### config.mk
export PLATFORM = sky130hd
export DESIGN_NAME = cmd_decoder
export DESIGN_NICKNAME = d
export VERILOG_FILES = /design/src/verilog/ctrl_pkg.sv /design/src/verilog/cmd_decoder.sv
export SDC_FILE = /design/constraint.sdc
export NUM_CORES = 1
export LEC_CHECK = 0
export BUFFER_PORTS_ARGS = -buffer_cell sky130_fd_sc_hd__buf_4
export CORE_AREA = 2 2 39 41
export DETAILED_ROUTE_END_ITERATION = 16
export DIE_AREA = 0 0 41 43
export PLACE_DENSITY = 0.59
export REMOVE_ABC_BUFFERS = 1
export SETUP_SLACK_MARGIN = 0.15
export SYNTH_ARGS = -nofsm -noshare
export SYNTH_HDL_FRONTEND = slang
export SYNTH_SLANG_ARGS = --single-unit
export TNS_END_PERCENT = 1
### constraint.sdc
create_clock -name i_clk -period 1.9 [get_ports i_clk]
set_input_delay 0.19 -clock i_clk [delete_from_list [all_inputs] [get_ports i_clk]]
set_output_delay 0.19 -clock i_clk [all_outputs]
set_load 0.03 [all_outputs]
### src/verilog/ctrl_pkg.sv
package ctrl_pkg;

    // frame level phases of the capture path
    typedef enum logic [2:0] {
        st_startup,
        st_wait_capture,
        st_wait_frame,
        st_record,
        st_blink,
        st_process
    } seq_state_e;

    // what the display shows while processing
    typedef enum logic [1:0] {
        mode_origin,
        mode_grey,
        mode_back
    } disp_mode_e;

    // ========================================
    // remote control codes
    // ========================================
    typedef enum logic [7:0] {
        cmd_grey      = 8'h02,
        cmd_back      = 8'h03,
        cmd_origin    = 8'h10,
        cmd_capture   = 8'h12,
        cmd_recapture = 8'h16
    } cmd_code_e;

    // anything else on the remote decodes as origin

endpackage

### src/verilog/cmd_decoder.sv
module cmd_decoder (
    input  logic                   i_clk,
    input  logic                   i_rst_n,
    input  logic                   i_control_ready,
    input  ctrl_pkg::cmd_code_e    i_control,
    output ctrl_pkg::disp_mode_e   o_mode,
    output logic                   o_capture,
    output logic                   o_recapture
);
    import ctrl_pkg::*;

    typedef enum logic [1:0] {
        dec_idle,
        dec_wait,
        dec_output
    } dec_state_e;

    dec_state_e state_r, state_w;
    logic [1:0] cnt_r, cnt_w;
    disp_mode_e mode_r, mode_w;
    logic       capture_w, recapture_w;

    // command window, 4 cycles after ready
    always_comb begin
        state_w = state_r;
        cnt_w   = cnt_r;
        case (state_r)
            dec_idle: state_w = dec_wait;
            dec_wait: begin
                cnt_w = '0;
                if (i_control_ready) state_w = dec_output;
            end
            dec_output: begin
                if (cnt_r == 2'd3) state_w = dec_wait;
                else               cnt_w   = cnt_r + 2'd1;
            end
            default: state_w = dec_idle;
        endcase
    end

    always_comb begin
        mode_w      = mode_r;
        capture_w   = 1'b0;
        recapture_w = 1'b0;
        if (state_r == dec_output) begin
            case (i_control)
                cmd_origin:    mode_w      = mode_origin;
                cmd_grey:      mode_w      = mode_grey;
                cmd_back:      mode_w      = mode_back;
                cmd_capture:   capture_w   = 1'b1;
                cmd_recapture: recapture_w = 1'b1;
                default:       mode_w      = mode_origin;  // unknown key
            endcase
        end
    end

    always_ff @(posedge i_clk or negedge i_rst_n) begin
        if (!i_rst_n) begin
            state_r     <= dec_idle;
            cnt_r       <= '0;
            mode_r      <= mode_origin;
            o_capture   <= 1'b0;
            o_recapture <= 1'b0;
        end else begin
            state_r     <= state_w;
            cnt_r       <= cnt_w;
            mode_r      <= mode_w;
            o_capture   <= capture_w;
            o_recapture <= recapture_w;
        end
    end

    assign o_mode = mode_r;

    a_one_pulse: assert property (@(posedge i_clk) disable iff (!i_rst_n)
        !(o_capture && o_recapture));

endmodule

==> results.json <==
{
  "status": "finished clean",
  "synth.most_common_cell": "dfrtp_1",
  "power_density_mw_per_mm2": 1007,
  "drt_iter0_drc": 4,
  "synth_edf_count": 0,
  "worst_setup_path_start_kind": "flop",
  "first_global_vias": 314,
  "min_path_type": "in -> reg",
  "die_y_um": 43,
  "cp_max_fo": 8,
  "path_clk_slew_ns": 0.05,
  "grt_pass1_wl_um": 1152,
  "synth_seq_cells": 8,
  "clock.fmax_mhz": 869.7,
  "grt_setup_unrepaired": "false",
  "maxCapViolCount": 0,
  "wl_um": 774,
  "synthTopCellsByArea": "dfrtp_1 50%, a32o_1 5.0%, mux2i_1 5.0%",
  "drt_pre_antenna_iters": 4,
  "fin_util_pct": 39.87,
  "drv_slew": 0,
  "worstPathRequired_ns": 2.03,
  "clock_path_buffers": 2,
  "clk_latency_ns": 0.25,
  "finalCritPeriodShare_pct": 60.52,
  "r2r_slack_ns": 0.75,
  "cts_tree": "built",
  "cts-root-buf": "clkbuf_4",
  "syn_inst": 38,
  "leakagePower_nw": 0.2556,
  "hold_depth": 2,
  "die_area_sq_mm": 0.001763,
  "synth_top_area_share_pct": 50.16,
  "skew_ns": 0.004121,
  "synth_top_flop_cell": "dfrtp_1",
  "ys_seq_area_share_pct": 50.16,
  "cts_resized": 0,
  "setup_viol": 0,
  "crit_type": "reg -> reg",
  "finalNonFillerCells": 71,
  "yosysTopAreaCell": "dfrtp_1",
  "diodes": 0,
  "routedWlPerCell_um": 10.90,
  "gp_congestion": 0.7142,
  "grt_overflow": 0,
  "dp.cells": 67,
  "io_buffers": 14,
  "syn-cell-area_sq_um": 399.1,
  "synth_warnings": 0,
  "drive_gt1_share_pct": 34.55,
  "clock-sinks": 8,
  "synth_cell_types": 20,
  "max_slew_margin_pct": 83.11,
  "core_sq_mm": 0.001384,
  "rr_worst_depth": 3,
  "antenna_found_initial": 0,
  "hpwl_um": 602.3,
  "die_x_um": 41,
  "synth_common_cells": "8 x dfrtp_1, 5 x nand2_1, 3 x o21ai_1",
  "synthArstFlopShare_pct": 100.0,
  "syn_avg_cell_area_sq_um": 10.50,
  "nets": 69,
  "num_rows": 14,
  "worstSetupEndpointType": "flop",
  "critical_path_arrival_ns": 1.28,
  "track_usage_pct": 10.52,
  "fin_crit_ns": 1.150,
  "final_hold_viol_count": 0,
  "numCtsBuffers": 3,
  "ant_nets": 0,
  "via_per_inst": 4.789,
  "initial_core_util_pct": 28.84,
  "grt_max_degree": 9,
  "ios": 15,
  "finalSetupTns_ns": 0,
  "routed-via-count": 340,
  "vdd_drop_max_uv": 406.6,
  "drc": 0,
  "h-tree-depth": 1,
  "syn_to_final_growth_pct": 38.24,
  "post_cts_buffers": 0,
  "worst_pin_slew_ns": 0.2506
}
[final timing paths]
kind / endpoint / from
hold / removal: o_capture$_DFF_PN0_ / i_control[2]
min in group asynchronous: o_capture$_DFF_PN0_ / i_rst_n
max in group asynchronous: o_mode[1]$_DFFE_PN0P_ / i_rst_n
setup / recovery: o_mode[1]$_DFFE_PN0P_ / state_r[1]$_DFFE_PN0P_
hold reg to reg: o_mode[0]$_DFFE_PN0P_ / o_mode[0]$_DFFE_PN0P_
setup reg to reg: o_mode[1]$_DFFE_PN0P_ / state_r[1]$_DFFE_PN0P_
[layer usage]
metal | share of wire, % | wire length [um] | vias up | track usage [%]
li1 | - | - | 172 | -
met1 | 44 | 337 | 152 | 10.86
met2 | 46 | 357 | 16 | 14.69
met3 | 10 | 78 | 0 | 4.712
met4 | 0 | 0 | 0 | 10.00
met5 | 0 | 0 | - | 0
[placed cells by master (no fill, tap or decap)]
cell type	n
clkbuf_4	3
nand2b_1	2
nor2_1	2
buf_4	14
a32o_1	2
dlygate4sd3_1	1
nor3b_1	1
nor3_2	1
nor4_1	1
o21a_1	1
ha_1	1
nor2b_1	2
o21ai_0	1
o21ai_1	3
nor3_1	1
mux2i_1	2
inv_1	1
nand4bb_1	1
a21boi_1	1
nand2_1	5
or3_4	1
dfrtp_1	8
[critical path, cell delays in order (launching register included)]
cell and delay (ns):
dfrtp_1 0.48, nor2b_1 0.20, o21ai_0 0.13, a32o_1 0.22
[cell families after synthesis]
family,Yosys count,share of synthesized area [%]
buffers and inverters,2,2.192
AND/OR/NAND/NOR,17,25.71
AO/OA/AOI/OAI,8,13.79
multiplexers,2,5.016
flip-flops,8,50.16
adder cells (fa/ha/maj),1,3.134
[flip-flops by register name (all words and copies together) (netlist names)]
name	flops
cnt_r	2
o_capture	1
o_mode	2
o_recapture	1
state_r	2
[timing repair]
| action | in CTS | in global routing |
|---|---|---|
| endpoints found under the setup margin | 0 | 0 |
| hold buffers | 1 | 0 |
| endpoints found under the hold margin | 8 | 0 |
[power by group]
part           total, W  switching, W  internal [W]
clock          0.000125     0.0000531     0.0000720
sequential     0.000271     0.0000607      0.000210
combinational  0.000160     0.0000669     0.0000927
total          0.000556      0.000181      0.000375
[stage by stage]
stage,total power (W),area (sq um),setup slack [ns],hold slack (ns)
after global routing,0.0006101,551.8,0.6752,0.1064
after global placement,0.0004317,519.2,0.7353,0.01197
final,0.0005557,551.8,0.7502,0.1210
after floorplan,0.0003815,394.1,0.8146,-0.1056
after detailed placement,0.0004350,519.2,0.7169,0.01401
after CTS,0.0005690,551.8,0.7388,0.1090
[cell type report]
class | instances | area (sq um)
flip-flops and latches | 8 | 200.2
multi-input cells | 28 | 190.2
inverters | 1 | 3.754
well taps | 16 | 20.02
fillers | 144 | 832.0
repair buffers | 15 | 115.1
clock buffers | 3 | 22.52
Power figures use the tool's default switching activity.
