<file path="config.mk">
export PLATFORM = sky130hd
export DESIGN_NAME = capture_sequencer
export DESIGN_NICKNAME = d
export VERILOG_FILES = /design/src/verilog/ctrl_pkg.sv /design/src/verilog/video_pkg.sv /design/src/verilog/capture_sequencer.sv
export SDC_FILE = /design/constraint.sdc
export NUM_CORES = 1
export LEC_CHECK = 0
export BUFFER_PORTS_ARGS = -buffer_cell sky130_fd_sc_hd__buf_4
export CORE_MARGIN = 4
export CORE_UTILIZATION = 45
export CTS_CLUSTER_SIZE = 28
export DETAILED_ROUTE_END_ITERATION = 12
export PLACE_DENSITY = 0.62
export SETUP_SLACK_MARGIN = 0.15
export SKIP_LAST_GASP = 1
export SYNTH_ARGS = -nofsm -noshare
export SYNTH_HDL_FRONTEND = slang
export SYNTH_SLANG_ARGS = --single-unit
</file>
<file path="constraint.sdc">
create_clock -name i_clk -period 7.24 [get_ports i_clk]
set_clock_uncertainty 0.05 [all_clocks]
set_input_delay 0 -clock i_clk [delete_from_list [all_inputs] [get_ports i_clk]]
set_output_delay 0 -clock i_clk [all_outputs]
set_load 0.02 [all_outputs]
</file>
<file path="src/verilog/ctrl_pkg.sv">
package ctrl_pkg;

    // frame level phases of the capture path
    typedef enum logic [2:0] {
        st_startup,
        st_wait_capture,
        st_wait_frame,
        st_record,
        st_blink,
        st_process
    } seq_state_e;

    // what the display shows while processing
    typedef enum logic [1:0] {
        mode_origin,
        mode_grey,
        mode_back
    } disp_mode_e;

    // ========================================
    // remote control codes
    // ========================================
    typedef enum logic [7:0] {
        cmd_grey      = 8'h02,
        cmd_back      = 8'h03,
        cmd_origin    = 8'h10,
        cmd_capture   = 8'h12,
        cmd_recapture = 8'h16
    } cmd_code_e;

    // anything else on the remote decodes as origin

endpackage

</file>
<file path="src/verilog/video_pkg.sv">
package video_pkg;

    // ========================================
    // widths
    // ========================================
    localparam int pix_w   = 10;    // camera channel
    localparam int coord_w = 13;    // vga x / y
    localparam int addr_w  = 20;    // sram word address

    typedef logic [7:0] chan8_t;
    typedef logic [7:0] grey_t;

    typedef struct packed {
        chan8_t r;
        chan8_t g;
        chan8_t b;
    } rgb888_t;

    // ========================================
    // grey conversion
    // ========================================
    localparam int grey_wr    = 38;
    localparam int grey_wg    = 75;
    localparam int grey_wb    = 15;
    localparam int grey_shift = 7;  // weights sum to 128

    localparam logic [pix_w-1:0] blink_level = '1;

    function automatic grey_t to_grey(rgb888_t p);
        logic [15:0] acc;
        acc = 16'(p.r) * 16'(grey_wr)
            + 16'(p.g) * 16'(grey_wg)
            + 16'(p.b) * 16'(grey_wb);
        return grey_t'(acc >> grey_shift);
    endfunction

endpackage
</file>
<file path="src/verilog/capture_sequencer.sv">
module capture_sequencer #(
    parameter int          LINE_WIDTH     = 800,
    parameter int unsigned STARTUP_CYCLES = 32'h1ffffff,
    parameter int unsigned BLINK_CYCLES   = 32'h1312d00
) (
    input  logic                              i_clk,
    input  logic                              i_rst_n,
    input  logic                              i_capture,
    input  logic                              i_recapture,
    input  logic                              i_vga_request,
    input  logic                              i_vga_vsync,
    input  logic [video_pkg::coord_w-1:0]     i_vga_x,
    input  logic [video_pkg::coord_w-1:0]     i_vga_y,
    output ctrl_pkg::seq_state_e              o_state,
    output logic                              o_recording,
    output logic [video_pkg::addr_w-1:0]      o_sram_addr
);
    import video_pkg::*;
    import ctrl_pkg::*;

    seq_state_e        state_r, state_w;
    logic [31:0]       startup_cnt_r, startup_cnt_w;
    logic [31:0]       blink_cnt_r, blink_cnt_w;
    logic [addr_w-1:0] addr_rec_r, addr_rec_w;
    logic [addr_w-1:0] addr_play_r, addr_play_w;
    logic [addr_w-1:0] lin_addr;
    logic              vsync_r;
    logic              vs_fall;
    logic              recording_r;

    assign vs_fall  = vsync_r & ~i_vga_vsync;
    assign lin_addr = i_vga_request ? addr_w'(i_vga_y * LINE_WIDTH + i_vga_x) : '0;

    // ========================================
    // frame fsm
    // ========================================
    always_comb begin
        state_w       = state_r;
        startup_cnt_w = startup_cnt_r;
        blink_cnt_w   = '0;
        addr_rec_w    = addr_rec_r;
        addr_play_w   = addr_play_r;
        case (state_r)
            st_startup: begin
                if (startup_cnt_r == STARTUP_CYCLES) state_w = st_wait_capture;
                else startup_cnt_w = startup_cnt_r + 32'd1;
            end
            st_wait_capture: begin
                if (i_capture) state_w = st_wait_frame;
            end
            st_wait_frame: begin
                if (vs_fall) begin
                    state_w    = st_record;
                    addr_rec_w = '0;
                end
            end
            st_record: begin  // one full frame into sram
                if (vs_fall) state_w    = st_blink;
                else         addr_rec_w = lin_addr;
            end
            st_blink: begin
                blink_cnt_w = blink_cnt_r;
                if (blink_cnt_r > BLINK_CYCLES) begin
                    if (vs_fall) state_w = st_process;
                end else begin
                    blink_cnt_w = blink_cnt_r + 32'd1;
                end
            end
            st_process: begin
                addr_play_w = lin_addr;
                if (i_recapture) state_w = st_wait_capture;
            end
            default: state_w = st_startup;
        endcase
    end

    always_ff @(posedge i_clk or negedge i_rst_n) begin
        if (!i_rst_n) begin
            state_r       <= st_startup;
            startup_cnt_r <= '0;
            blink_cnt_r   <= '0;
            addr_rec_r    <= '0;
            addr_play_r   <= '0;
            vsync_r       <= 1'b0;
            recording_r   <= 1'b0;
        end else begin
            state_r       <= state_w;
            startup_cnt_r <= startup_cnt_w;
            blink_cnt_r   <= blink_cnt_w;
            addr_rec_r    <= addr_rec_w;
            addr_play_r   <= addr_play_w;
            vsync_r       <= i_vga_vsync;
            recording_r   <= (state_w == st_record);  // tracks next state
        end
    end

    assign o_state     = state_r;
    assign o_recording = recording_r;
    assign o_sram_addr = (state_r == st_record) ? addr_rec_r : addr_play_r;

    a_rec_in_record: assert property (@(posedge i_clk) disable iff (!i_rst_n)
        o_recording == (o_state == st_record));

endmodule

</file>
==> summary.md <==
| Metric | Value |
|---|---|
| Total Power | 2.18 mW |
| Critical path peak fanout | 5 |
| Critical Path AT | 3.68 ns |
| Port bufs | 55 |
| Cells after Synth | 691 |
| Routed Wire Length | 14.2 mm |
| Clk buf depth | 2 |
| Top Ports | 56 |
| Max-cap violations | 0 |
| Dpl hpwl | 10.5 mm |
| First-pass GRT wire length | 24.4 mm |
| Vias per inst | 5.51 |
| CTS Sinks | 109 |
| Netlist cell types | 59 |
| Asr flop ratio synth | 100% |
| Final hold violations | 0 |
| Worst-skew pair later-pin latency | 0.35 ns |
| Post-route setup TNS | 0 ns |
| Final GP Congestion | 0.802 |
| Most frequent cells in the layout | dfrtp_1 (109), nand2_1 (67), buf_4 (57) |
| Post-detailed-route count of antenna-violating nets | 0 |
| WS Path Type | input pin to flip-flop |
| Standard-cell rows | 44 |
| Mapped cell area | 6640 µm² |
| H-tree depth | 3 |
| Critical R2R Launch | blink_cnt_r[0] |
| GRT Util Overall | 17.9% |
| Antenna diodes | 0 |
| Leak Pwr | 3.43 nW |
| Worst path most repeated cell | ha_1 |
| Routed len/inst | 15.1 µm |
| Fill cell count | 1361 |
| Drt drc | 0 |
| Post-synth EDFFs | 0 |
| RSZ-0062 raised after global routing | no |
| Reg2reg end | blink_cnt_r[21] |
| Post-synth top area cell | dfrtp_1 |
| Yosys warns | 0 |
| Multi-input combinational cell area | 3630 µm² |
| Critical Path Source Type | input pin |
| Reg-to-reg slack, setup | 3.92 ns |
| Area contributors post-synth | dfrtp_1 (41%), ha_1 (8.3%), xnor2_1 (5.1%), nand2_1 (3.8%), mux2_2 (3.6%) |
| Critical path's largest stage delay | 0.49 ns |
| Worst-path cell chain | buf_4, ha_1, ha_1, inv_1, fa_1, inv_1, ha_1, o21ai_0, nor2_1, nor2_1, ha_1, o21ai_0, nand2b_1, a21boi_0, nand4_1, xnor2_1, o21ai_1 |
| Most common cell after layout, fill and taps aside | dfrtp_1 |
| Endpoint type of the worst setup path | flip-flop |
| Syn-to-layout area delta | 15.0% |
| Post-synthesis sequential area ratio | 41.1% |
| GRT Residual Overflow | 0 |
| Rel. slew slack | 21.6% |
| CP required | 7.42 ns |
| Vias in the first global route | 5133 |
| Detailed-route via count | 5165 |
| Final setup fails | 0 |
| Highest Clock Rate | 0.285 GHz |
| Final period util | 48.4% |
| Max-slew violations | 0 |
| Worst path slowest cell | fa_1 |
| Ys flop type | dfrtp_1 |
| Die Wd | 129 µm |
| Tightest hold margin | 0.0591 ns |
| Post-synth top area share | 41.1% |
| Die span in y | 129 µm |
| Core area | 14500 µm² |
| Register-to-Register Path Depth | 9 |
| Minimum clock period | 3.50 ns |
| Net count after synthesis | 776 |
| Pin count of the biggest net entering global routing | 84 |
| Status | finished clean |
| CTS tree | yes |
| Register area | 2730 µm² |
| Share of cells above drive strength 1 | 13.1% |
| DR iter-0 viols | 264 |
| Drt pass-1 iters | 4 |
| Pwr dens | 286 nW/µm² |
| VDD IR max | 0.183 mV |
| Nets | 834 |
| Initial core utilization | 45.9% |
| Hold/Removal Path Class | input pin to asynchronous set/reset pin |
| Worst-margin pin slew | 1.18 ns |
| Clock transition at path regs | 0.07 ns |
| Post-synthesis register bit count | 109 |
| Initial antenna violation count | 0 |
| Root Buffer | clkbuf_16 |
| Die area | 16800 µm² |
| Avg Synthesized Cell Area | 9.61 µm² |
| TritonCTS Buffers | 9 |
layout make-up:
type / count / area share (%)
clock buffers: 9 / 2.95
clock inverters: 7 / 0.754
inverters: 51 / 2.51
multi-input cells: 506 / 47.5
flip-flops and latches: 109 / 35.7
well taps: 184 / 3.01
repair buffers: 72 / 7.57
metrics by stage:
| step | instance area [µm²] | utilization (%) | setup slack, ns | instances |
|---|---|---|---|---|
| finish | 7640 | 52.7 | 3.74 | 938 |
| global route | 7640 | 52.7 | 3.41 | 938 |
| CTS | 7640 | 52.7 | 3.74 | 938 |
| detailed placement | 7200 | 49.8 | 3.37 | 907 |
| global placement | 7200 | 49.8 | 3.53 | 907 |
| floorplan | 6640 | - | 3.77 | 691 |
per-layer routing:
metal,global-route usage (%),wire length [µm]
met3,3.46,452
met4,4.52,148
met2,30.4,6930
met1,23.7,6650
met5,0,0
synth_stat cells (8+ instances only):
cell	instances
and3_1	12
clkbuf_1	24
and2_1	15
inv_1	51
dfrtp_1	109
nand2_1	67
o21ai_0	30
xor2_1	16
a22o_1	11
a21oi_1	22
xnor2_1	39
nor3_1	8
nor2_1	40
mux2_2	21
o31ai_1	20
fa_1	9
ha_1	44
nand3_1	33
or4_1	14
where the power goes:
part           switching, mW  total [mW]  leakage (nW)  internal, mW
logic                  0.517       0.922          1.85         0.405
registers             0.0738       0.789          1.44         0.715
clock network          0.235       0.473         0.134         0.238
total                  0.826        2.18          3.43          1.36
sequential cells by signal (all words and copies together) (netlist names):
register / cells
addr_play_r: 20
addr_rec_r: 20
blink_cnt_r: 32
o_recording: 1
o_state: 3
startup_cnt_r: 32
vsync_r: 1
logic make-up (layout without fill, tap and decap cells):
kind of cell	count (synthesis)	in the layout	synth area share, %
adder cells (fa/ha/maj)	53	53	11.0
buffers and inverters	76	139	4.31
multiplexers	22	22	3.71
AND/OR/NAND/NOR	236	236	18.0
XOR/XNOR	55	55	7.25
AO/OA/AOI/OAI	140	140	14.7
flip-flops	109	109	41.1
how the worst max path moves through the flow:
stage / to / slack [ns] / from
final: addr_play_r[18] / 3.74 / i_vga_y[3]
after global routing: addr_rec_r[19] / 3.41 / i_vga_y[5]
after CTS: addr_play_r[19] / 3.74 / i_vga_y[5]
after detailed placement: addr_play_r[19] / 3.37 / i_vga_y[5]
after global placement: addr_play_r[18] / 3.53 / i_vga_y[3]
after floorplan: addr_play_r[19] / 3.77 / i_vga_y[4]
what timing repair did:
item	4_1_cts	5_1_grt
hold buffers	15	0
gates resized for setup	0	0
buffers inserted	0	0
endpoints found under the hold margin	44	0
critical path, delay by kind of cell:
family,cells,cell delay [ns]
buffers and inverters,3,0.21
and+or+nand+nor,4,0.64
adders and majority gates,5,1.73
xor gates and xnor gates,1,0.30
AOI/OAI and AO/OA,4,0.80
No activity file was read; power rests on OpenSTA's default activity.
