File: config.mk
export PLATFORM = sky130hd
export DESIGN_NAME = display_mux_flat
export DESIGN_NICKNAME = d
export VERILOG_FILES = /design/src/verilog/ctrl_pkg.sv /design/src/verilog/video_pkg.sv /design/src/verilog/pixel_if.sv /design/src/verilog/display_mux.sv /design/src/flat_wrapper.sv
export SDC_FILE = /design/constraint.sdc
export NUM_CORES = 1
export LEC_CHECK = 0
export ABC_AREA = 1
export ABC_CLOCK_PERIOD_IN_PS = 1400
export BUFFER_PORTS_ARGS = -buffer_cell sky130_fd_sc_hd__buf_4
export CAP_MARGIN = 20
export CORE_AREA = 2 2 52 54
export DETAILED_ROUTE_END_ITERATION = 6
export DIE_AREA = 0 0 54 56
export PLACE_DENSITY = 0.93
export REMOVE_ABC_BUFFERS = 1
export SLEW_MARGIN = 25
export SYNTH_ARGS = -nofsm -noshare
export SYNTH_HDL_FRONTEND = slang
export SYNTH_SLANG_ARGS = --single-unit
File: constraint.sdc
create_clock -name vclk -period 1.4
set_clock_uncertainty 0.15 [all_clocks]
set_input_delay 0.07 -clock vclk [all_inputs]
set_output_delay 0.07 -clock vclk [all_outputs]
set_load 0.03 [all_outputs]
File: src/verilog/ctrl_pkg.sv
package ctrl_pkg;

    // frame level phases of the capture path
    typedef enum logic [2:0] {
        st_startup,
        st_wait_capture,
        st_wait_frame,
        st_record,
        st_blink,
        st_process
    } seq_state_e;

    // what the display shows while processing
    typedef enum logic [1:0] {
        mode_origin,
        mode_grey,
        mode_back
    } disp_mode_e;

    // ========================================
    // remote control codes
    // ========================================
    typedef enum logic [7:0] {
        cmd_grey      = 8'h02,
        cmd_back      = 8'h03,
        cmd_origin    = 8'h10,
        cmd_capture   = 8'h12,
        cmd_recapture = 8'h16
    } cmd_code_e;

    // anything else on the remote decodes as origin

endpackage

File: src/verilog/video_pkg.sv
package video_pkg;

    // ========================================
    // widths
    // ========================================
    localparam int pix_w   = 10;    // camera channel
    localparam int coord_w = 13;    // vga x / y
    localparam int addr_w  = 20;    // sram word address

    typedef logic [7:0] chan8_t;
    typedef logic [7:0] grey_t;

    typedef struct packed {
        chan8_t r;
        chan8_t g;
        chan8_t b;
    } rgb888_t;

    // ========================================
    // grey conversion
    // ========================================
    localparam int grey_wr    = 38;
    localparam int grey_wg    = 75;
    localparam int grey_wb    = 15;
    localparam int grey_shift = 7;  // weights sum to 128

    localparam logic [pix_w-1:0] blink_level = '1;

    function automatic grey_t to_grey(rgb888_t p);
        logic [15:0] acc;
        acc = 16'(p.r) * 16'(grey_wr)
            + 16'(p.g) * 16'(grey_wg)
            + 16'(p.b) * 16'(grey_wb);
        return grey_t'(acc >> grey_shift);
    endfunction

endpackage
File: src/verilog/pixel_if.sv
interface pixel_if;
    import video_pkg::*;

    // delayed pixel, 8 bits per channel
    chan8_t red;
    chan8_t green;
    chan8_t blue;
    grey_t  grey;   // grey of the same pixel

    modport src (
        output red, green, blue, grey
    );

    modport dst (
        input red, green, blue, grey
    );

endinterface

File: src/verilog/display_mux.sv
module display_mux (
    input  ctrl_pkg::seq_state_e              i_state,
    input  ctrl_pkg::disp_mode_e              i_mode,
    input  logic [video_pkg::pix_w-1:0]       i_raw_red,
    input  logic [video_pkg::pix_w-1:0]       i_raw_green,
    input  logic [video_pkg::pix_w-1:0]       i_raw_blue,
    input  video_pkg::grey_t                  i_back_grey,
    pixel_if.dst                              pix,
    output logic [video_pkg::pix_w-1:0]       o_red,
    output logic [video_pkg::pix_w-1:0]       o_green,
    output logic [video_pkg::pix_w-1:0]       o_blue
);
    import video_pkg::*;
    import ctrl_pkg::*;

    always_comb begin
        case (i_state)
            st_blink: begin  // white flash after capture
                o_red   = blink_level;
                o_green = blink_level;
                o_blue  = blink_level;
            end
            st_process: begin
                case (i_mode)
                    mode_grey: begin
                        o_red   = pix_w'(pix.grey);
                        o_green = pix_w'(pix.grey);
                        o_blue  = pix_w'(pix.grey);
                    end
                    mode_back: begin  // stored background from sram
                        o_red   = pix_w'(i_back_grey);
                        o_green = pix_w'(i_back_grey);
                        o_blue  = pix_w'(i_back_grey);
                    end
                    default: begin
                        o_red   = {pix.red, 2'b00};
                        o_green = {pix.green, 2'b00};
                        o_blue  = {pix.blue, 2'b00};
                    end
                endcase
            end
            default: begin  // camera straight through
                o_red   = i_raw_red;
                o_green = i_raw_green;
                o_blue  = i_raw_blue;
            end
        endcase
    end

endmodule

File: src/flat_wrapper.sv
// flat-port wrapper written by rule: the top's interface ports become plain ports
module display_mux_flat import video_pkg::*; import ctrl_pkg::*;
  (i_state, i_mode, i_raw_red, i_raw_green, i_raw_blue, i_back_grey, o_red, o_green, o_blue, pix_red, pix_green, pix_blue, pix_grey);
  pixel_if pix_i ();
  input  ctrl_pkg::seq_state_e i_state;
  input  ctrl_pkg::disp_mode_e i_mode;
  input  logic [video_pkg::pix_w-1:0] i_raw_red;
  input  logic [video_pkg::pix_w-1:0] i_raw_green;
  input  logic [video_pkg::pix_w-1:0] i_raw_blue;
  input  video_pkg::grey_t i_back_grey;
  output logic [video_pkg::pix_w-1:0] o_red;
  output logic [video_pkg::pix_w-1:0] o_green;
  output logic [video_pkg::pix_w-1:0] o_blue;
  input wire logic [$bits(pix_i.red)-1:0] pix_red;
  input wire logic [$bits(pix_i.green)-1:0] pix_green;
  input wire logic [$bits(pix_i.blue)-1:0] pix_blue;
  input wire logic [$bits(pix_i.grey)-1:0] pix_grey;
  assign pix_i.red = pix_red;
  assign pix_i.green = pix_green;
  assign pix_i.blue = pix_blue;
  assign pix_i.grey = pix_grey;
  display_mux u_core (.i_state(i_state), .i_mode(i_mode), .i_raw_red(i_raw_red), .i_raw_green(i_raw_green), .i_raw_blue(i_raw_blue), .i_back_grey(i_back_grey), .pix(pix_i), .o_red(o_red), .o_green(o_green), .o_blue(o_blue));
endmodule
==> metrics.txt, run 1 <==
status=finished, violations left; failing checks=negative setup slack; final hold viol count=0; initial antenna violation count=0; port buffer count=105; Synth area leaders=nand2_1 24%, nand3_1 23%, or2_1 9.1%, o21ai_1 8.0%, or2_2 5.0%; Final Non-Filler Cells=281; # IOs=105; DRT Wirelength=3330 µm; fin nets=330; PnR worst setup slack=-0.000965 ns; Ys Warns=0; max cap viols=0; Sequential Area=0 µm²; Synth Cell Area=754 µm²; first-pass GRT wire length=5040 µm; # DRC=0; drt wl/cell=11.9 µm; die span in x=54 µm; Clk pwr share=0; Die Ht=56 µm; ANT nets after route=0; setup TNS=-0.000965 ns; unrepaired setup endpoints after global routing=true; Leak=0.870 nW; critical-path maximum fanout=7; synth unique cells=19; cell taking the most area after synthesis=nand2_1; FMAX=714 MHz; Min-Delay Path Depth=4; Hold Path End=o_green[4]; final cycle utilization of the critical path=1.00; Critical Path RT=1.18 ns; vias=1388; WS Path Type=in -> out; Placer Congestion=0.742; crit path capture type=primary output; HPWL after DPL=2470 µm; layout cells sized above 1=0.510; HP Class=in -> out; # diodes=0; Row Count=18; Place WS=-0.0970 ns; sequential area share after synthesis=0; Int Pwr=0.000345 W; Max VDD drop=0.291 mV; Psw=0.000375 W; vias in the first global route=1266; GRT overflow=0; Tmin final=1.40 ns; Seq pwr share=0; area grow syn2layout=117%; Gate power share=1.000; crit path DAT=1.18 ns; num sequential=0; slew margin rel.=0.793; final setup fails=1; pin count of the biggest net entering global routing=27; Setup crit start kind=primary input; design area=1640 µm²; Placement Cell Area=1560 µm²; DRT Pass-1 Iters=4; core area=2430 µm²; CTS Hold Buffers Added=0; worst-margin pin slew=0.311 ns; # placed instances=279; Starting Density=0.310; Overall Global Routing Usage=0.204; final core occ=0.674; top cell type's share of synthesized area=0.239; CLK BUF=0; power per cell area=439 nW/µm²; Post-Syn Instances=151; die area=3020 µm²; hold path start=i_raw_green[4]; Sw Share=0.520; max-slew violation count=0; violation count after the first detailed-routing iteration=24; Vias/cell=4.94; Syn Area/Cell=5.00 µm²
## critical path, stage by stage
cell	delay (ns)
buf_8	0.08
inv_4	0.03
ha_4	0.30
clkinvlp_4	0.16
or2_1	0.23
nand3_1	0.09
nand2_1	0.07
buf_6	0.14
## worst max path at each step
stage,startpoint,slack (ns),to
2_1_floorplan,i_mode[0],0.04,o_blue[6]
3_3_place_gp,i_mode[0],-0.06,o_red[3]
3_5_place_dp,i_mode[0],-0.1,o_red[3]
4_1_cts,i_mode[0],0.007,o_green[6]
5_1_grt,i_mode[0],-0.06,o_green[3]
6_report,i_mode[0],-0.001,o_green[3]
## cells in the mapped netlist, drive strengths merged
master / n
nand2: 50
ha: 2
buf: 8
nand3: 34
inv: 6
nor2: 7
a21oi: 5
clkbuf: 2
o21ai: 18
or2: 19
## layout by cell type, fill, tap and decap left out, drive strengths merged
cell type	count
o21ai	18
nand2	50
ha	2
nor2	7
inv	6
buf	108
or2	19
clkinvlp	2
a21oi	5
nand3	34
## power by group through the flow
| stage | Sequential, W | Clock [W] | Combinational, W |
|---|---|---|---|
| 4_1_cts | 0 | 0 | 0.000706 |
| 3_3_place_gp | 0 | 0 | 0.000668 |
| 5_1_grt | 0 | 0 | 0.000775 |
| 2_1_floorplan | 0 | 0 | 0.000347 |
| 3_5_place_dp | 0 | 0 | 0.000677 |
| 6_report | 0 | 0 | 0.000720 |
## cell type report
type                       count  area [µm²]
timing repair buffer         108         866
fill                         238         792
multi-input combinational    135         694
tap                           30        37.5
inverter                       6        27.5
timing repair inverter         2        15.0
## cell families after synthesis
family          after synthesis  synth area share
compound gates               23             0.153
fa+ha+maj                     2            0.0332
buf+inv                      16             0.116
simple gates                110             0.698
## through the flow
stage,hold slack (ns),power [W]
6_report,0.317,0.000720
5_1_grt,0.343,0.000775
4_1_cts,0.317,0.000706
3_5_place_dp,0.321,0.000677
3_3_place_gp,0.322,0.000668
2_1_floorplan,0.202,0.000347
## what timing repair did
item	in CTS	in global routing
buffers inserted	0	0
endpoints found under the hold margin	0	0
pin swaps	3	7
endpoints found under the setup margin	24	18
gates resized for setup	9	8
gates cloned	2	0
## per-layer routing
metal  up-vias  track usage  wire [µm]
li1        701            -          -
met1       619        0.240       1230
met2        68        0.392       1730
met3         0       0.0349        365
met4         0            0          0
met5         -            0          0
(Power assumes the default switching activity.)
==> inputs of run 2 (changes only) <==
Settings changed: BUFFER_PORTS_ARGS -buffer_cell sky130_fd_sc_hd__buf_4 to -buffer_cell sky130_fd_sc_hd__buf_2, PLACE_DENSITY 0.93 to 0.89.
==> run 2 against run 1 <==
Against the previous run: the flow now finishes without violations; power shrank 15%; fmax up 2.5%; wire length fell by 9.5%; flip-flop and latch count unchanged; combinational power shrank 15%; non-clock buffer count up 3; first-iteration DRC count decreased by 13%; clock-buffer cell count stayed put; via count is 4.3% lower; final cell count rose by 0.36%.
==> metrics.txt, run 2 (same netlist as run 1, synthesis figures left out) <==
ANT nets after route=0; crit path capture type=primary output; FMAX=731 MHz; # DRC=0; num sequential=0; Row Count=18; violation count after the first detailed-routing iteration=21; port buffer count=105; power per cell area=443 nW/µm²; Max VDD drop=0.250 mV; max cap viols=0; CP peak stage delay=0.29 ns; area grow syn2layout=82.6%; Hold Path End=o_blue[6]; Setup crit start kind=primary input; worst path bufs/invs=4; final setup fails=0; setup TNS=0 ns; WS Path Type=in -> out; Post-CTS Setup Repair Bufs=0; Placer Congestion=0.754; PnR worst setup slack=0.0328 ns; first-pass GRT wire length=4550 µm; drt wl/cell=10.7 µm; layout cells sized above 1=0.512; Overall Global Routing Usage=0.185; status=complete, no violations; HPWL after DPL=2440 µm; initial antenna violation count=0; # IOs=105; crit path DAT=1.15 ns; worst-margin pin slew=0.272 ns; Die Ht=56 µm; core area=2430 µm²; Top delay family on crit path=simple AND/OR/NAND/NOR gates; die area=3020 µm²; fin nets=331; CLK BUF=0; area occupied by multi-input gates=702 µm²; Tmin final=1.37 ns; final cycle utilization of the critical path=0.977; DRT Wirelength=3020 µm; pin count of the biggest net entering global routing=27; Starting Density=0.310; CTS Hold Buffers Added=0; max-slew violation count=0; most frequent cells in the layout=99 x buf_2, 48 x nand2_1, 32 x nand3_1, 12 x o21ai_1, 11 x or2_1; vias=1328; filler instances=255; unrepaired setup endpoints after global routing=true; slew margin rel.=0.818; hold path start=i_raw_blue[6]; Critical Path RT=1.18 ns; vias in the first global route=1188; most common cell after layout, fill and taps aside=buf_2; CP max-delay cell=ha_4; Place WS=-0.0813 ns; GRT overflow=0; final hold viol count=0; CP Cell Sequence=buf_2 > inv_2 > ha_4 > inv_8 > or2_2 > nand3_1 > nand2_1 > buf_6; # diodes=0; DRT Pass-1 Iters=4; Vias/cell=4.71; critical-path maximum fanout=26; Leak=0.781 nW; Min-Delay Path Depth=4; HP Class=in -> out; Sequential Area=0 µm²; die span in x=54 µm
[run 2: cell count changes in the layout (fill, tap and decap cells not counted), moves of 2 or more]
cell	previous run	this run
buf_2	0	99
buf_12	2	0
buf_4	99	6
inv_4	2	0
clkinvlp_4	2	0
[run 2: where the power goes]
group          internal (W)  total (W)  switching [W]
sequential                0          0              0
combinational      0.000249   0.000610       0.000361
clock                     0          0              0
total              0.000249   0.000610       0.000361
[run 2: worst max-delay path by stage]
stage	start	to	slack (ns)	cells after the start
after floorplan	i_mode[0]	o_blue[6]	0.04	6
after global placement	i_mode[0]	o_red[4]	-0.05	9
after detailed placement	i_mode[0]	o_blue[7]	-0.08	9
after CTS	i_mode[0]	o_blue[0]	0.01	8
after global routing	i_mode[0]	o_red[3]	-0.005	8
final	i_mode[0]	o_red[3]	0.03	8
[run 2: metrics by stage]
| stage | hold slack [ns] | total power [W] | cells | area [µm²] | util |
|---|---|---|---|---|---|
| floorplan | 0.202 | 0.000347 | 141 | 689 | - |
| global placement | 0.351 | 0.000573 | 283 | 1320 | 0.542 |
| detailed placement | 0.354 | 0.000581 | 283 | 1320 | 0.542 |
| finish | 0.324 | 0.000610 | 282 | 1380 | 0.566 |
| global route | 0.355 | 0.000667 | 282 | 1380 | 0.566 |
| CTS | 0.327 | 0.000599 | 282 | 1350 | 0.555 |
[run 2: final cells by class]
type | count | share of cell area
tap | 30 | 0.0272
inverter | 6 | 0.0218
timing repair buffer | 111 | 0.441
multi-input combinational | 135 | 0.510
[run 2: metal layers]
| layer | GRT usage | up-vias | share of wire |
|---|---|---|---|
| met1 | 0.186 | 569 | 0.38 |
| li1 | - | 702 | - |
| met5 | 0 | - | 0 |
| met3 | 0.0188 | 0 | 0.094 |
| met4 | 0 | 0 | 0 |
| met2 | 0.397 | 57 | 0.53 |
[run 2: timing repair]
action                     4_1_cts  5_1_grt
setup endpoints to repair       17       24
gates resized for setup         15        6
pin swaps                        1        2
==> inputs of run 3 (changes only) <==
Settings changed: ABC_AREA 1 to unset, CORE_AREA 2 2 52 54 to 2 2 50 52, DIE_AREA 0 0 54 56 to 0 0 52 54, PLACE_DENSITY 0.89 to 0.92.
==> run 3 against run 2 <==
Against the previous run: global-route usage grew 1.2 points; the run now ends with negative setup slack left; highest routed layer is now met4; worst setup slack worse by 0.076 ns; worst hold slack worse by 0.0076 ns; synthesized cell count fell by 30%.
==> metrics.txt, run 3 <==
status=finished, violations left; failing checks=negative setup slack; fin nets=293; filler instances=202; die area=2810 µm²; die span in x=52 µm; layout cells sized above 1=0.645; ANT nets after route=0; Vias/cell=4.89; Post-Syn Instances=105; CP peak stage delay=0.33 ns; worst path bufs/invs=4; violation count after the first detailed-routing iteration=5; Die Ht=54 µm; Place WS=-0.272 ns; crit path DAT=1.22 ns; # placed instances=242; critical-path maximum fanout=3; Final Non-Filler Cells=244; Leak=0.828 nW; max cap viols=0; Min-Delay Path Depth=3; # IOs=105; HP Class=in -> out; synth unique cells=16; drt wl/cell=13.2 µm; core area=2320 µm²; CLK BUF=0; CP max-delay cell=a221oi_4; Overall Global Routing Usage=0.197; vias=1194; sequential area share after synthesis=0; first-pass GRT wire length=4270 µm; Levels on crit path=8; most frequent cells in the layout=75 x buf_2, 27 x buf_6, 18 x inv_1, 18 x o22a_1, 16 x buf_4; Setup crit start kind=primary input; final core occ=0.689; HPWL after DPL=2380 µm; max-slew violation count=0; # DRC=0; FMAX=693 MHz; Top delay family on crit path=compound AO/OA/AOI/OAI gates; power per cell area=488 nW/µm²; vias in the first global route=979; most common cell after layout, fill and taps aside=buf_2; final setup fails=21; initial antenna violation count=0; Post-synth top cells=20 x inv_1, 18 x a21oi_1, 18 x o22a_1, 7 x nand2_1; Critical Path RT=1.18 ns; CP Cell Sequence=buf_8 > inv_4 > ha_4 > buf_4 > a221oi_4 > a21oi_1 > o22a_1 > buf_6; area grow syn2layout=134%; unrepaired setup endpoints after global routing=true; crit path capture type=primary output; port buffer count=105; Row Count=18; pin count of the biggest net entering global routing=20; worst-margin pin slew=0.283 ns; top cell type's share of synthesized area=0.231; # diodes=0; Placer Congestion=0.686; DRT Pass-1 Iters=4; Synth Cell Area=683 µm²; Ys Warns=0; most frequent cell after synthesis=inv_1; num sequential=0; Starting Density=0.294; Max VDD drop=0.267 mV; PnR Total Power=0.000780 W; slew margin rel.=0.810; GRT overflow=0; CTS Hold Buffers Added=0; Tmin final=1.44 ns; Synth area leaders=o22a_1 23%, a21oi_1 13%, a221oi_2 13%, inv_1 11%, o21a_1 6.6%; cell taking the most area after synthesis=o22a_1; WS Path Type=in -> out; Syn Area/Cell=6.51 µm²; DRT Wirelength=3220 µm; final cycle utilization of the critical path=1.03; Sequential Area=0 µm²; final hold viol count=0; PnR worst setup slack=-0.0429 ns
run 3: cell count changes in the layout (fill, tap and decap cells not counted), sizes merged, moves of 6 or more:
| cell | previous run | this run |
|---|---|---|
| o22a | 0 | 18 |
| nand3 | 34 | 0 |
| inv | 6 | 20 |
| nand2 | 50 | 7 |
| a31oi | 0 | 6 |
| or2 | 19 | 0 |
| o21ai | 18 | 0 |
| o21a | 0 | 6 |
| buf | 111 | 120 |
| a221oi | 0 | 6 |
| a21oi | 5 | 18 |
run 3: cell type report:
class / instances / area, µm² / share of cell area
Inverter: 20 / 77.6 / 0.0485
Tap cell: 30 / 37.5 / 0.0235
Timing Repair Buffer: 120 / 830 / 0.519
Multi-Input combinational cell: 74 / 654 / 0.409
run 3: stage by stage:
step                hold WS (ns)  TNS [ns]  area [µm²]
floorplan                  0.201    -15.01         608
global placement           0.348     -4.62        1270
detailed placement         0.353     -4.88        1270
CTS                        0.319   -0.0886        1520
global route               0.328     -1.88        1600
finish                     0.316    -0.373        1600
run 3: worst paths after layout:
check | startpoint | endpoint | slack (ns)
worst max-delay path | i_mode[0] | o_red[3] | -0.04
worst min-delay path | i_raw_red[0] | o_red[0] | 0.32
run 3: power breakdown:
group / total (W) / switching [W] / internal (W)
Sequential: 0 / 0 / 0
Combinational: 0.000780 / 0.000401 / 0.000378
Clock: 0 / 0 / 0
run 3: tightest hold or removal path: stages:
cell	delay [ns]
buf_2	0.07
o21a_1	0.13
buf_6	0.13
run 3: repair_timing:
| item | 4_1_cts | 5_1_grt |
|---|---|---|
| setup endpoints to repair | 29 | 28 |
| buffers inserted | 2 | 0 |
| endpoints found under the hold margin | 0 | 0 |
| gates resized for setup | 57 | 32 |
| pin swaps | 7 | 6 |
run 3: cells by family (layout without fill, tap and decap cells):
logic type / after synthesis / in the layout / share of synthesized area
compound gates: 58 / 58 / 0.659
buf+inv: 31 / 140 / 0.220
simple gates: 14 / 14 / 0.0843
fa+ha+maj: 2 / 2 / 0.0366
run 3: layer usage:
| metal | GRT usage | vias to the layer above | part of all wire |
|---|---|---|---|
| met5 | 0 | - | 0 |
| met4 | 0 | 0 | 0.0047 |
| li1 | - | 607 | - |
| met2 | 0.426 | 55 | 0.53 |
| met1 | 0.208 | 530 | 0.38 |
| met3 | 0.0278 | 2 | 0.089 |
